### config.mk
export PLATFORM = sky130hd
export DESIGN_NAME = cpu_core
export DESIGN_NICKNAME = d
export VERILOG_FILES = /design/src/verilog/cpu_alu_pkg.sv /design/src/verilog/cpu_isa_pkg.sv /design/src/verilog/alu.sv /design/src/verilog/control_unit.sv /design/src/verilog/cpu_core.sv /design/src/verilog/pointer_unit.sv /design/src/verilog/reg_file.sv
export SDC_FILE = /design/constraint.sdc
export NUM_CORES = 1
export LEC_CHECK = 0
export BUFFER_PORTS_ARGS = -buffer_cell sky130_fd_sc_hd__buf_2
export CORE_MARGIN = 5
export CORE_UTILIZATION = 45
export DETAILED_ROUTE_END_ITERATION = 6
export HOLD_SLACK_MARGIN = 0.05
export MAX_ROUTING_LAYER = met4
export SKIP_LAST_GASP = 1
export SLEW_MARGIN = 10
export SYNTH_ARGS = -nofsm -noshare
export SYNTH_HDL_FRONTEND = slang
export SYNTH_SLANG_ARGS = --single-unit
### constraint.sdc
create_clock -name clk_i -period 11.71 [get_ports clk_i]
set_input_delay 1.171 -clock clk_i [delete_from_list [all_inputs] [get_ports clk_i]]
set_output_delay 1.171 -clock clk_i [all_outputs]
set_load 0.005 [all_outputs]
### src/verilog/cpu_alu_pkg.sv
`default_nettype none

package cpu_alu_pkg;

    // op field of the alu format
    typedef enum logic [3:0] {
        ADD = 4'b0000,
        ADC = 4'b0001, // add with stored carry
        SUB = 4'b0010,
        SBC = 4'b0011, // subtract with stored borrow
        AND = 4'b0100,
        OR  = 4'b0101,
        XOR = 4'b0110,
        NOT = 4'b0111, // unary ops work on the b operand
        MOV = 4'b1000, // leaves the flags alone
        INC = 4'b1001,
        DEC = 4'b1010,
        SHL = 4'b1011,
        SHR = 4'b1100,
        ROL = 4'b1101, // rotate through carry
        ROR = 4'b1110,
        CMP = 4'b1111  // flags of a - b only
    } alu_op_e;

    localparam int FLAG_W = 4; // width of the flag word

    // bit positions inside the flag word
    localparam int FLAG_C = 0; // carry, borrow on subtract
    localparam int FLAG_Z = 1; // zero result
    localparam int FLAG_N = 2; // result msb
    localparam int FLAG_V = 3; // signed overflow

endpackage

`default_nettype wire

### src/verilog/cpu_isa_pkg.sv
`default_nettype none

package cpu_isa_pkg;

    localparam int ADDR_W = 16; // memory address bus
    localparam int DATA_W = 8;  // data bus and register width

    // register file slots
    typedef enum logic [1:0] {
        REG_A  = 2'd0, // accumulator
        REG_B  = 2'd1,
        REG_PL = 2'd2, // pointer low byte
        REG_PH = 2'd3  // pointer high byte
    } reg_idx_e;

    // ctl class kind codes in bits 6:5
    localparam logic [1:0] KIND_LD  = 2'b00; // [DP] -> r
    localparam logic [1:0] KIND_ST  = 2'b01; // A or B -> [DP]
    localparam logic [1:0] KIND_LDI = 2'b10; // IP++, [IP] -> r
    localparam logic [1:0] KIND_JMP = 2'b11; // Jc, JMP and NOP share this group

    // alu format 0 oooo d rr
    typedef struct packed {
        logic       cls;  // low for alu class
        logic [3:0] op;   // alu operation code
        logic       dir;  // set means result goes back to r
        reg_idx_e   rsel; // second operand, also target when dir set
    } alu_fmt_t;

    // memory and jump format 1 kk s j i ff
    typedef struct packed {
        logic       cls;     // high for ctl class
        logic [1:0] kind;    // one of the KIND_ codes
        logic       spare;
        logic       jmp_all; // ignore the flag
        logic       inv;     // invert the condition
        logic [1:0] flag;    // flag position to test
    } ctl_fmt_t;

    // same byte, two decodings picked by the class bit
    typedef union packed {
        alu_fmt_t alu;
        ctl_fmt_t ctl;
    } instr_u;

    // jump group with jmp_all and inv both set, never taken
    localparam logic [7:0] NOP_BYTE = 8'b1110_1100;

endpackage

`default_nettype wire

### src/verilog/alu.sv
`timescale 1ns/1ps
`default_nettype none

module alu (
    input  wire                              clk_i,
    input  wire                              rst_n_i,
    input  wire [cpu_isa_pkg::DATA_W-1:0]    a_i,
    input  wire [cpu_isa_pkg::DATA_W-1:0]    b_i,
    input  wire cpu_alu_pkg::alu_op_e        op_i,
    input  wire                              flags_we_i,
    output logic [cpu_isa_pkg::DATA_W-1:0]   result_o,
    output logic [cpu_alu_pkg::FLAG_W-1:0]   flags_o
);

    import cpu_isa_pkg::*;
    import cpu_alu_pkg::*;

    logic [DATA_W:0]   wide;    // carry or borrow on top of the result
    logic              v;       // signed overflow
    logic              c_in;    // stored carry
    logic [FLAG_W-1:0] flags_q;

    assign c_in = flags_q[FLAG_C];

    always_comb begin
        wide = '0;
        v    = 1'b0;
        unique case (op_i)
            ADD: begin
                wide = {1'b0, a_i} + {1'b0, b_i};
                v    = (a_i[DATA_W-1] == b_i[DATA_W-1]) & (wide[DATA_W-1] != a_i[DATA_W-1]);
            end
            ADC: begin
                wide = {1'b0, a_i} + {1'b0, b_i} + {{DATA_W{1'b0}}, c_in};
                v    = (a_i[DATA_W-1] == b_i[DATA_W-1]) & (wide[DATA_W-1] != a_i[DATA_W-1]);
            end
            SUB, CMP: begin
                wide = {1'b0, a_i} - {1'b0, b_i}; // top bit set on borrow
                v    = (a_i[DATA_W-1] != b_i[DATA_W-1]) & (wide[DATA_W-1] != a_i[DATA_W-1]);
            end
            SBC: begin
                wide = {1'b0, a_i} - {1'b0, b_i} - {{DATA_W{1'b0}}, c_in};
                v    = (a_i[DATA_W-1] != b_i[DATA_W-1]) & (wide[DATA_W-1] != a_i[DATA_W-1]);
            end
            AND: wide = {1'b0, a_i & b_i};
            OR:  wide = {1'b0, a_i | b_i};
            XOR: wide = {1'b0, a_i ^ b_i};
            NOT: wide = {1'b0, ~b_i};
            MOV: wide = {1'b0, b_i};
            INC: begin
                wide = {1'b0, b_i} + {{DATA_W{1'b0}}, 1'b1};
                v    = ~b_i[DATA_W-1] & wide[DATA_W-1]; // 7f -> 80
            end
            DEC: begin
                wide = {1'b0, b_i} - {{DATA_W{1'b0}}, 1'b1};
                v    = b_i[DATA_W-1] & ~wide[DATA_W-1]; // 80 -> 7f
            end
            SHL: wide = {b_i, 1'b0};                       // msb into carry
            SHR: wide = {b_i[0], 1'b0, b_i[DATA_W-1:1]};   // lsb into carry
            ROL: wide = {b_i, c_in};
            ROR: wide = {b_i[0], c_in, b_i[DATA_W-1:1]};
        endcase
    end

    assign result_o = wide[DATA_W-1:0];

    always_ff @(posedge clk_i or negedge rst_n_i) begin
        if (!rst_n_i) begin
            flags_q <= '0;
        end else if (flags_we_i) begin
            flags_q[FLAG_C] <= wide[DATA_W];
            flags_q[FLAG_Z] <= ~|wide[DATA_W-1:0];
            flags_q[FLAG_N] <= wide[DATA_W-1];
            flags_q[FLAG_V] <= v;
        end
    end

    assign flags_o = flags_q;

endmodule

`default_nettype wire

### src/verilog/control_unit.sv
`timescale 1ns/1ps
`default_nettype none

module control_unit (
    input  wire                              clk_i,
    input  wire                              rst_n_i,
    input  wire cpu_isa_pkg::instr_u         ir_i,
    input  wire [cpu_alu_pkg::FLAG_W-1:0]    flags_i,
    output logic                             ir_we_o,
    output logic                             inc_ip_o,
    output logic                             addr_dp_o,
    output logic                             swap_p_o,
    output logic                             dp_load_o,
    output logic                             mem_oe_n_o,
    output logic                             mem_we_n_o,
    output logic                             reg_we_o,
    output cpu_isa_pkg::reg_idx_e            reg_wr_idx_o,
    output logic                             reg_src_mem_o,
    output cpu_isa_pkg::reg_idx_e            alu_b_idx_o,
    output cpu_alu_pkg::alu_op_e             alu_op_o,
    output logic                             alu_to_a_o,
    output logic                             flags_we_o,
    output logic                             st_src_o
);

    import cpu_isa_pkg::*;
    import cpu_alu_pkg::*;

    logic     phase_q;   // low in fetch, high in execute
    logic     super_q;   // second pair of an LDI
    logic     dp_load_q; // DP picks up PL/PH one cycle after the write
    logic     is_alu;
    logic     is_ld;
    logic     is_st;
    logic     is_ldi;
    logic     is_jmp;
    logic     exec;      // execute phase
    logic     imm;       // immediate fetch of an LDI
    logic     cond;      // jump condition result
    logic     st_cycle;  // bus write cycle
    logic     alu_wr;    // alu result goes to a register
    alu_op_e  op;
    reg_idx_e rsel;

    // alu view
    assign is_alu = ~ir_i.alu.cls;
    assign op     = alu_op_e'(ir_i.alu.op);
    assign rsel   = ir_i.alu.rsel; // bits 1:0 name a register in every class

    // ctl view
    assign is_ld  = ir_i.ctl.cls & (ir_i.ctl.kind == KIND_LD);
    assign is_st  = ir_i.ctl.cls & (ir_i.ctl.kind == KIND_ST);
    assign is_ldi = ir_i.ctl.cls & (ir_i.ctl.kind == KIND_LDI);
    assign is_jmp = ir_i.ctl.cls & (ir_i.ctl.kind == KIND_JMP);

    // jmp_all forces the flag term high, inv then turns JMP into NOP
    assign cond = (ir_i.ctl.jmp_all | flags_i[ir_i.ctl.flag]) ^ ir_i.ctl.inv;

    // two phases per instruction, LDI runs the pair twice
    always_ff @(posedge clk_i or negedge rst_n_i) begin
        if (!rst_n_i) begin
            phase_q   <= 1'b0;
            super_q   <= 1'b0;
            dp_load_q <= 1'b0;
        end else begin
            phase_q <= ~phase_q;
            if (phase_q) begin
                super_q <= is_ldi & ~super_q; // set after first LDI pair, cleared after second
            end
            dp_load_q <= reg_we_o & ((reg_wr_idx_o == REG_PL) | (reg_wr_idx_o == REG_PH));
        end
    end

    assign exec = phase_q;
    assign imm  = ~phase_q & super_q;

    // fetch only in phase 0 of the first pair
    assign ir_we_o  = ~phase_q & ~super_q;
    assign inc_ip_o = exec; // end of every phase 1

    // pointer strobes
    assign addr_dp_o = exec & (is_ld | is_st);
    assign swap_p_o  = exec & is_jmp & cond; // toggles at the same edge as inc
    assign dp_load_o = dp_load_q;

    // bus read everywhere except the ST execute cycle
    assign st_cycle   = exec & is_st;
    assign mem_oe_n_o = st_cycle;
    assign mem_we_n_o = ~st_cycle; // memory writes at the closing edge
    assign st_src_o   = (rsel == REG_B);

    // register writes from memory or from the alu
    assign reg_src_mem_o = (exec & is_ld) | (imm & is_ldi);
    assign alu_wr        = exec & is_alu & (op != CMP); // CMP keeps the registers
    assign reg_we_o      = reg_src_mem_o | alu_wr;
    assign reg_wr_idx_o  = (is_alu & ~ir_i.alu.dir) ? REG_A : rsel;

    // alu operand routing
    assign alu_to_a_o  = ~ir_i.alu.dir;
    assign alu_b_idx_o = rsel;
    assign alu_op_o    = op;
    assign flags_we_o  = exec & is_alu & (op != MOV);

endmodule

`default_nettype wire

### src/verilog/cpu_core.sv
`timescale 1ns/1ps
`default_nettype none

module cpu_core (
    input  wire                              clk_i,
    input  wire                              rst_n_i,
    input  wire [cpu_isa_pkg::DATA_W-1:0]    mem_rdata_i,
    output logic [cpu_isa_pkg::ADDR_W-1:0]   mem_addr_o,
    output logic [cpu_isa_pkg::DATA_W-1:0]   mem_wdata_o,
    output logic                             mem_oe_n_o,
    output logic                             mem_we_n_o
);

    import cpu_isa_pkg::*;
    import cpu_alu_pkg::*;

    instr_u            ir_q;        // current instruction
    logic              ir_we;
    logic              inc_ip;
    logic              addr_dp;
    logic              swap_p;
    logic              dp_load;
    logic              reg_we;
    logic              reg_src_mem; // memory data rather than alu result
    logic              alu_to_a;    // direction bit clear
    logic              flags_we;
    logic              st_src;
    reg_idx_e          reg_wr_idx;
    reg_idx_e          alu_b_idx;
    alu_op_e           alu_op;
    logic [FLAG_W-1:0] flags;
    logic [DATA_W-1:0] a;
    logic [DATA_W-1:0] rd_data;
    logic [DATA_W-1:0] pl;
    logic [DATA_W-1:0] ph;
    logic [DATA_W-1:0] alu_a;
    logic [DATA_W-1:0] alu_b;
    logic [DATA_W-1:0] alu_res;
    logic [DATA_W-1:0] reg_wdata;

    // instruction register, NOP after reset
    always_ff @(posedge clk_i or negedge rst_n_i) begin
        if (!rst_n_i) begin
            ir_q <= instr_u'(NOP_BYTE);
        end else if (ir_we) begin
            ir_q <= instr_u'(mem_rdata_i);
        end
    end

    // A = op(A, r) or r = op(r, A)
    assign alu_a = alu_to_a ? a : rd_data;
    assign alu_b = alu_to_a ? rd_data : a;

    assign reg_wdata = reg_src_mem ? mem_rdata_i : alu_res; // LD/LDI data or alu

    control_unit u_ctrl (
        .clk_i         (clk_i),
        .rst_n_i       (rst_n_i),
        .ir_i          (ir_q),
        .flags_i       (flags),
        .ir_we_o       (ir_we),
        .inc_ip_o      (inc_ip),
        .addr_dp_o     (addr_dp),
        .swap_p_o      (swap_p),
        .dp_load_o     (dp_load),
        .mem_oe_n_o    (mem_oe_n_o),
        .mem_we_n_o    (mem_we_n_o),
        .reg_we_o      (reg_we),
        .reg_wr_idx_o  (reg_wr_idx),
        .reg_src_mem_o (reg_src_mem),
        .alu_b_idx_o   (alu_b_idx),
        .alu_op_o      (alu_op),
        .alu_to_a_o    (alu_to_a),
        .flags_we_o    (flags_we),
        .st_src_o      (st_src)
    );

    alu u_alu (
        .clk_i      (clk_i),
        .rst_n_i    (rst_n_i),
        .a_i        (alu_a),
        .b_i        (alu_b),
        .op_i       (alu_op),
        .flags_we_i (flags_we),
        .result_o   (alu_res),
        .flags_o    (flags)
    );

    reg_file u_regs (
        .clk_i     (clk_i),
        .rst_n_i   (rst_n_i),
        .we_i      (reg_we),
        .wr_idx_i  (reg_wr_idx),
        .wdata_i   (reg_wdata),
        .rd_idx_i  (alu_b_idx),
        .st_src_i  (st_src),
        .a_o       (a),
        .rd_data_o (rd_data),
        .st_data_o (mem_wdata_o),
        .pl_o      (pl),
        .ph_o      (ph)
    );

    pointer_unit u_ptr (
        .clk_i     (clk_i),
        .rst_n_i   (rst_n_i),
        .inc_ip_i  (inc_ip),
        .swap_p_i  (swap_p),
        .addr_dp_i (addr_dp),
        .dp_load_i (dp_load),
        .pl_i      (pl),
        .ph_i      (ph),
        .addr_o    (mem_addr_o)
    );

endmodule

`default_nettype wire

### src/verilog/pointer_unit.sv
`timescale 1ns/1ps
`default_nettype none

module pointer_unit (
    input  wire                              clk_i,
    input  wire                              rst_n_i,
    input  wire                              inc_ip_i,
    input  wire                              swap_p_i,
    input  wire                              addr_dp_i,
    input  wire                              dp_load_i,
    input  wire [cpu_isa_pkg::DATA_W-1:0]    pl_i,
    input  wire [cpu_isa_pkg::DATA_W-1:0]    ph_i,
    output logic [cpu_isa_pkg::ADDR_W-1:0]   addr_o
);

    import cpu_isa_pkg::*;

    logic [ADDR_W-1:0] ptr_q [2]; // roles set by sel_q
    logic              sel_q;     // index of the pointer acting as IP
    logic [ADDR_W-1:0] ip;
    logic [ADDR_W-1:0] dp;

    assign ip = ptr_q[sel_q];
    assign dp = ptr_q[!sel_q];

    // inc and dp load never hit the same pointer, swap only flips roles
    always_ff @(posedge clk_i or negedge rst_n_i) begin
        if (!rst_n_i) begin
            ptr_q[0] <= '0;
            ptr_q[1] <= '0;
            sel_q    <= 1'b0;
        end else begin
            if (inc_ip_i) begin
                ptr_q[sel_q] <= ip + ADDR_W'(1); // old IP, even when swapping
            end
            if (dp_load_i) begin
                ptr_q[!sel_q] <= {ph_i, pl_i};
            end
            if (swap_p_i) begin
                sel_q <= ~sel_q; // incremented IP turns into DP
            end
        end
    end

    // address mux
    assign addr_o = addr_dp_i ? dp : ip;

endmodule

`default_nettype wire

### src/verilog/reg_file.sv
`timescale 1ns/1ps
`default_nettype none

module reg_file (
    input  wire                              clk_i,
    input  wire                              rst_n_i,
    input  wire                              we_i,
    input  wire cpu_isa_pkg::reg_idx_e       wr_idx_i,
    input  wire [cpu_isa_pkg::DATA_W-1:0]    wdata_i,
    input  wire cpu_isa_pkg::reg_idx_e       rd_idx_i,
    input  wire                              st_src_i,
    output logic [cpu_isa_pkg::DATA_W-1:0]   a_o,
    output logic [cpu_isa_pkg::DATA_W-1:0]   rd_data_o,
    output logic [cpu_isa_pkg::DATA_W-1:0]   st_data_o,
    output logic [cpu_isa_pkg::DATA_W-1:0]   pl_o,
    output logic [cpu_isa_pkg::DATA_W-1:0]   ph_o
);

    import cpu_isa_pkg::*;

    logic [DATA_W-1:0] regs_q [4]; // A, B, PL, PH by reg_idx_e

    // single write port
    always_ff @(posedge clk_i or negedge rst_n_i) begin
        if (!rst_n_i) begin
            regs_q[REG_A]  <= '0;
            regs_q[REG_B]  <= '0;
            regs_q[REG_PL] <= '0;
            regs_q[REG_PH] <= '0;
        end else if (we_i) begin
            regs_q[wr_idx_i] <= wdata_i;
        end
    end

    // accumulator always visible to the alu
    assign a_o = regs_q[REG_A];

    // selected alu operand
    assign rd_data_o = regs_q[rd_idx_i];

    // store source is A or B only
    assign st_data_o = st_src_i ? regs_q[REG_B] : regs_q[REG_A];

    // pointer bytes feed the DP load
    assign pl_o = regs_q[REG_PL];
    assign ph_o = regs_q[REG_PH];

endmodule

`default_nettype wire

==> results.cfg <==
[sta]
worst_slew_margin_rel = 0.255
layout_setup_ws_ns = 6.34
worst_hold_slack_ns = 0.526
finalSetupTns_ns = 0
rsz0062_at_grt = false
finalSetupViolations = 0
clock-skew-final_ns = 0.00582
worstMarginPinSlew_ns = 1.11
slew_violations = 0
max_freq_mhz = 186
finalCritPeriodShare = 0.458
post-route-min-period_ns = 5.37
hold_viol = 0

[final_layout]
final_layout_size_suffix_gt1_frac = 0.144
syn_to_final_growth_pct = 7.72
num-nets-final = 922

[worst_hold_path]
whs_endpoint = u_alu.flags_o[1]
worst_hold_startpoint = u_alu.flags_o[1]
hold_depth = 2
worstHoldPathType = reg2reg

[synthesis]
yosysSeqAreaShare = 0.278
synthesis.area_mm2 = 0.00723
netlist_instances = 887
synth_cell_types = 77
syn_avg_cell_area_um2 = 8.15
synth-seq-cells = 80
synth.largest_area_cell = dfrtp_1
ys_warn_count = 0
synth_top_area_share = 0.260
synth-async-reset-ratio = 1.00
synth_flop_cell = dfrtp_1
synth_edf_count = 0
syn_nets = 932
synth_area_leaders = dfrtp_1 26%, mux2_2 7.2%, o21ai_0 5.9%

[floorplanning]
fp-row-count = 46
start_util = 0.457
die_y_um = 137
dieArea_mm2 = 0.0187
core_mm2 = 0.0158
io-pin-count = 36
die_w_um = 137

[critical_path]
max_stage_delay_ns = 0.97
crit_start = ir_q[1]
rr_worst_depth = 18
critPathLaunchType = flip-flop
rrSetupSlack_ns = 6.34
cp_data_required_time_ns = 11.96
critPathKind = reg2reg
path_cells = mux2i_1 > a21oi_1 > o22ai_2 > inv_1 > ha_1 > inv_1 > fa_1 > inv_1 > ha_1 > mux2i_1 > nor3_1 > nor3_1 > o221ai_1 > nor3_1 > a21oi_1 > or4_1 > or3_1 > o41ai_2
path_max_fanout = 27
cp_top_family = simple AND/OR/NAND/NOR gates
crit_path_top_delay_cell = dfrtp_1
r2r_start = ir_q[1]
crit_path_end_kind = flip-flop
critPathBufInv = 3
critical_path_arrival_ns = 5.61
r2r_end = u_alu.flags_o[1]

[clocking]
cts_sinks = 80
cts-root-buf = clkbuf_16
ctsHoldBuffers = 0
cts_setup_buffers = 0
clk_latency_ns = 0.34
cts_tree = done
htree_levels = 3
numCtsBuffers = 9
cts_resized = 0
clock_path_buffers = 2
clk_pin_slew_ns = 0.07

[detailed_routing]
viasPerCell = 6.10
post-route-drc-count = 0
routed_wl_um = 22800
vias = 6712
firstDrtPassIters = 6
dr.first_iter.drc_count = 670
detail-route-antenna-nets = 0
routedWlPerCell_um = 20.7

[placed_design]
io_buffers = 35
pre_cts_slack_ns = 6.50
dp_hpwl_um = 16800
gp_congestion = 1.03

[outcome]
status = finished, final reports clean

[power_and_ir_drop]
power_uw = 2320
p_leak_uw = 0.00317
p_per_area_mw_per_mm2 = 297
ir_worst_vdd_mv = 0.177

[global_route]
antenna_found_initial = 3
grt_pass1_vias = 6356
grt_pass1_wl_um = 36200
grtUsageTotal = 0.257
grt_max_degree = 86
grt-ovfl-total = 0

[run]
maxCapViolCount = 0
-- routing by layer --
metal,up-vias,wire length [um],track usage
met2,266,10400,0.390
met5,-,0,-
li1,3181,-,-
met4,0,830,0.110
met1,3216,10200,0.338
met3,49,1420,0.0471
-- sequential cells by signal, indices dropped and copies added (netlist names) --
register,cells
u_regs.regs_q,8
u_ctrl.super_q,1
u_ctrl.inc_ip_o,1
u_ptr.sel_q,1
u_ptr.ptr_q,32
u_ctrl.dp_load_o,1
ir_q,8
u_regs.a_o,8
u_regs.ph_o,8
u_alu.flags_o,4
u_regs.pl_o,8
-- tightest hold or removal path, delay by kind of cell (launching register included) --
family	cells	cell delay, ns
AOI/OAI and AO/OA	1	0.05
DFF	1	0.37
and+or+nand+nor	1	0.08
-- cell families after synthesis --
family,Yosys count,synth area share
AO/OA/AOI/OAI,258,0.232
XOR/XNOR,56,0.0679
adder cells (fa/ha/maj),35,0.0627
buffers and inverters,98,0.0532
flip-flops,80,0.278
multiplexers,71,0.108
AND/OR/NAND/NOR,289,0.199
-- synthesized netlist by cell type, types with 16 or more instances --
cell	number
o21ai_0	85
xnor2_1	30
nand2_1	74
nor2_1	69
mux2i_1	24
inv_1	35
clkbuf_1	44
o211ai_1	18
ha_1	33
mux2_2	46
nand3_1	28
nor3_1	19
o22ai_1	16
nand2b_1	30
a21oi_1	44
dfrtp_1	75
xor2_1	26
-- final cells by class --
cell class	count	area [um^2]
Fill cell	1581	8040
Multi-Input combinational cell	709	4840
Sequential cell	80	2010
Tap cell	216	270
Clock buffer	9	225
Timing Repair Buffer	39	208
Inverter	38	143
Clock inverter	7	80.1
Antenna cell	3	7.51
-- placed cells by master, fill, tap and decap left out, types with 4 or more instances in the layout --
master      n
nand3b_1    4
nor2_1     69
xnor2_1    29
o211ai_1   18
o22ai_1    16
o31ai_1     4
ha_1       33
dfrtp_1    74
or2_1       5
nor3b_1     4
nor3_1     19
clkbuf_16   9
o21ai_1     4
mux2i_1    24
xor2_1     26
o221ai_1    4
a31oi_1    15
a21o_1      5
buf_2      34
a21oi_1    44
mux2_2     46
nand4_1     7
nand2_1    74
and3_1      7
nand2b_1   30
nor4_1      4
o21ai_0    85
a211o_1     5
or3_1       4
dfstp_2     5
or2_2       4
and2_1      6
a221oi_1    5
nand3_1    28
inv_1      35
nor2b_1    10
buf_4       5
-- through the flow --
step | cell area, um^2 | std cells | util
floorplan | 7230 | 887 | -
global placement | 7470 | 1082 | 0.472
detailed placement | 7470 | 1082 | 0.472
CTS | 7780 | 1098 | 0.491
global route | 7780 | 1101 | 0.492
finish | 7780 | 1101 | 0.492
-- how the worst max path moves through the flow --
stage                  endpoint  slack [ns]  depth (start not counted)
2_1_floorplan  u_alu.flags_o[1]        7.17                         15
3_5_place_dp   u_alu.flags_o[1]        6.50                         18
3_3_place_gp   u_alu.flags_o[1]        6.41                         18
6_report       u_alu.flags_o[1]        6.34                         18
5_1_grt        u_alu.flags_o[1]        6.03                         18
4_1_cts        u_alu.flags_o[1]        6.46                         18
-- power breakdown --
group          switching (uW)  internal, uW
clock                     122           168
combinational             847           601
sequential                181           397
Power figures use the tool's default switching activity.
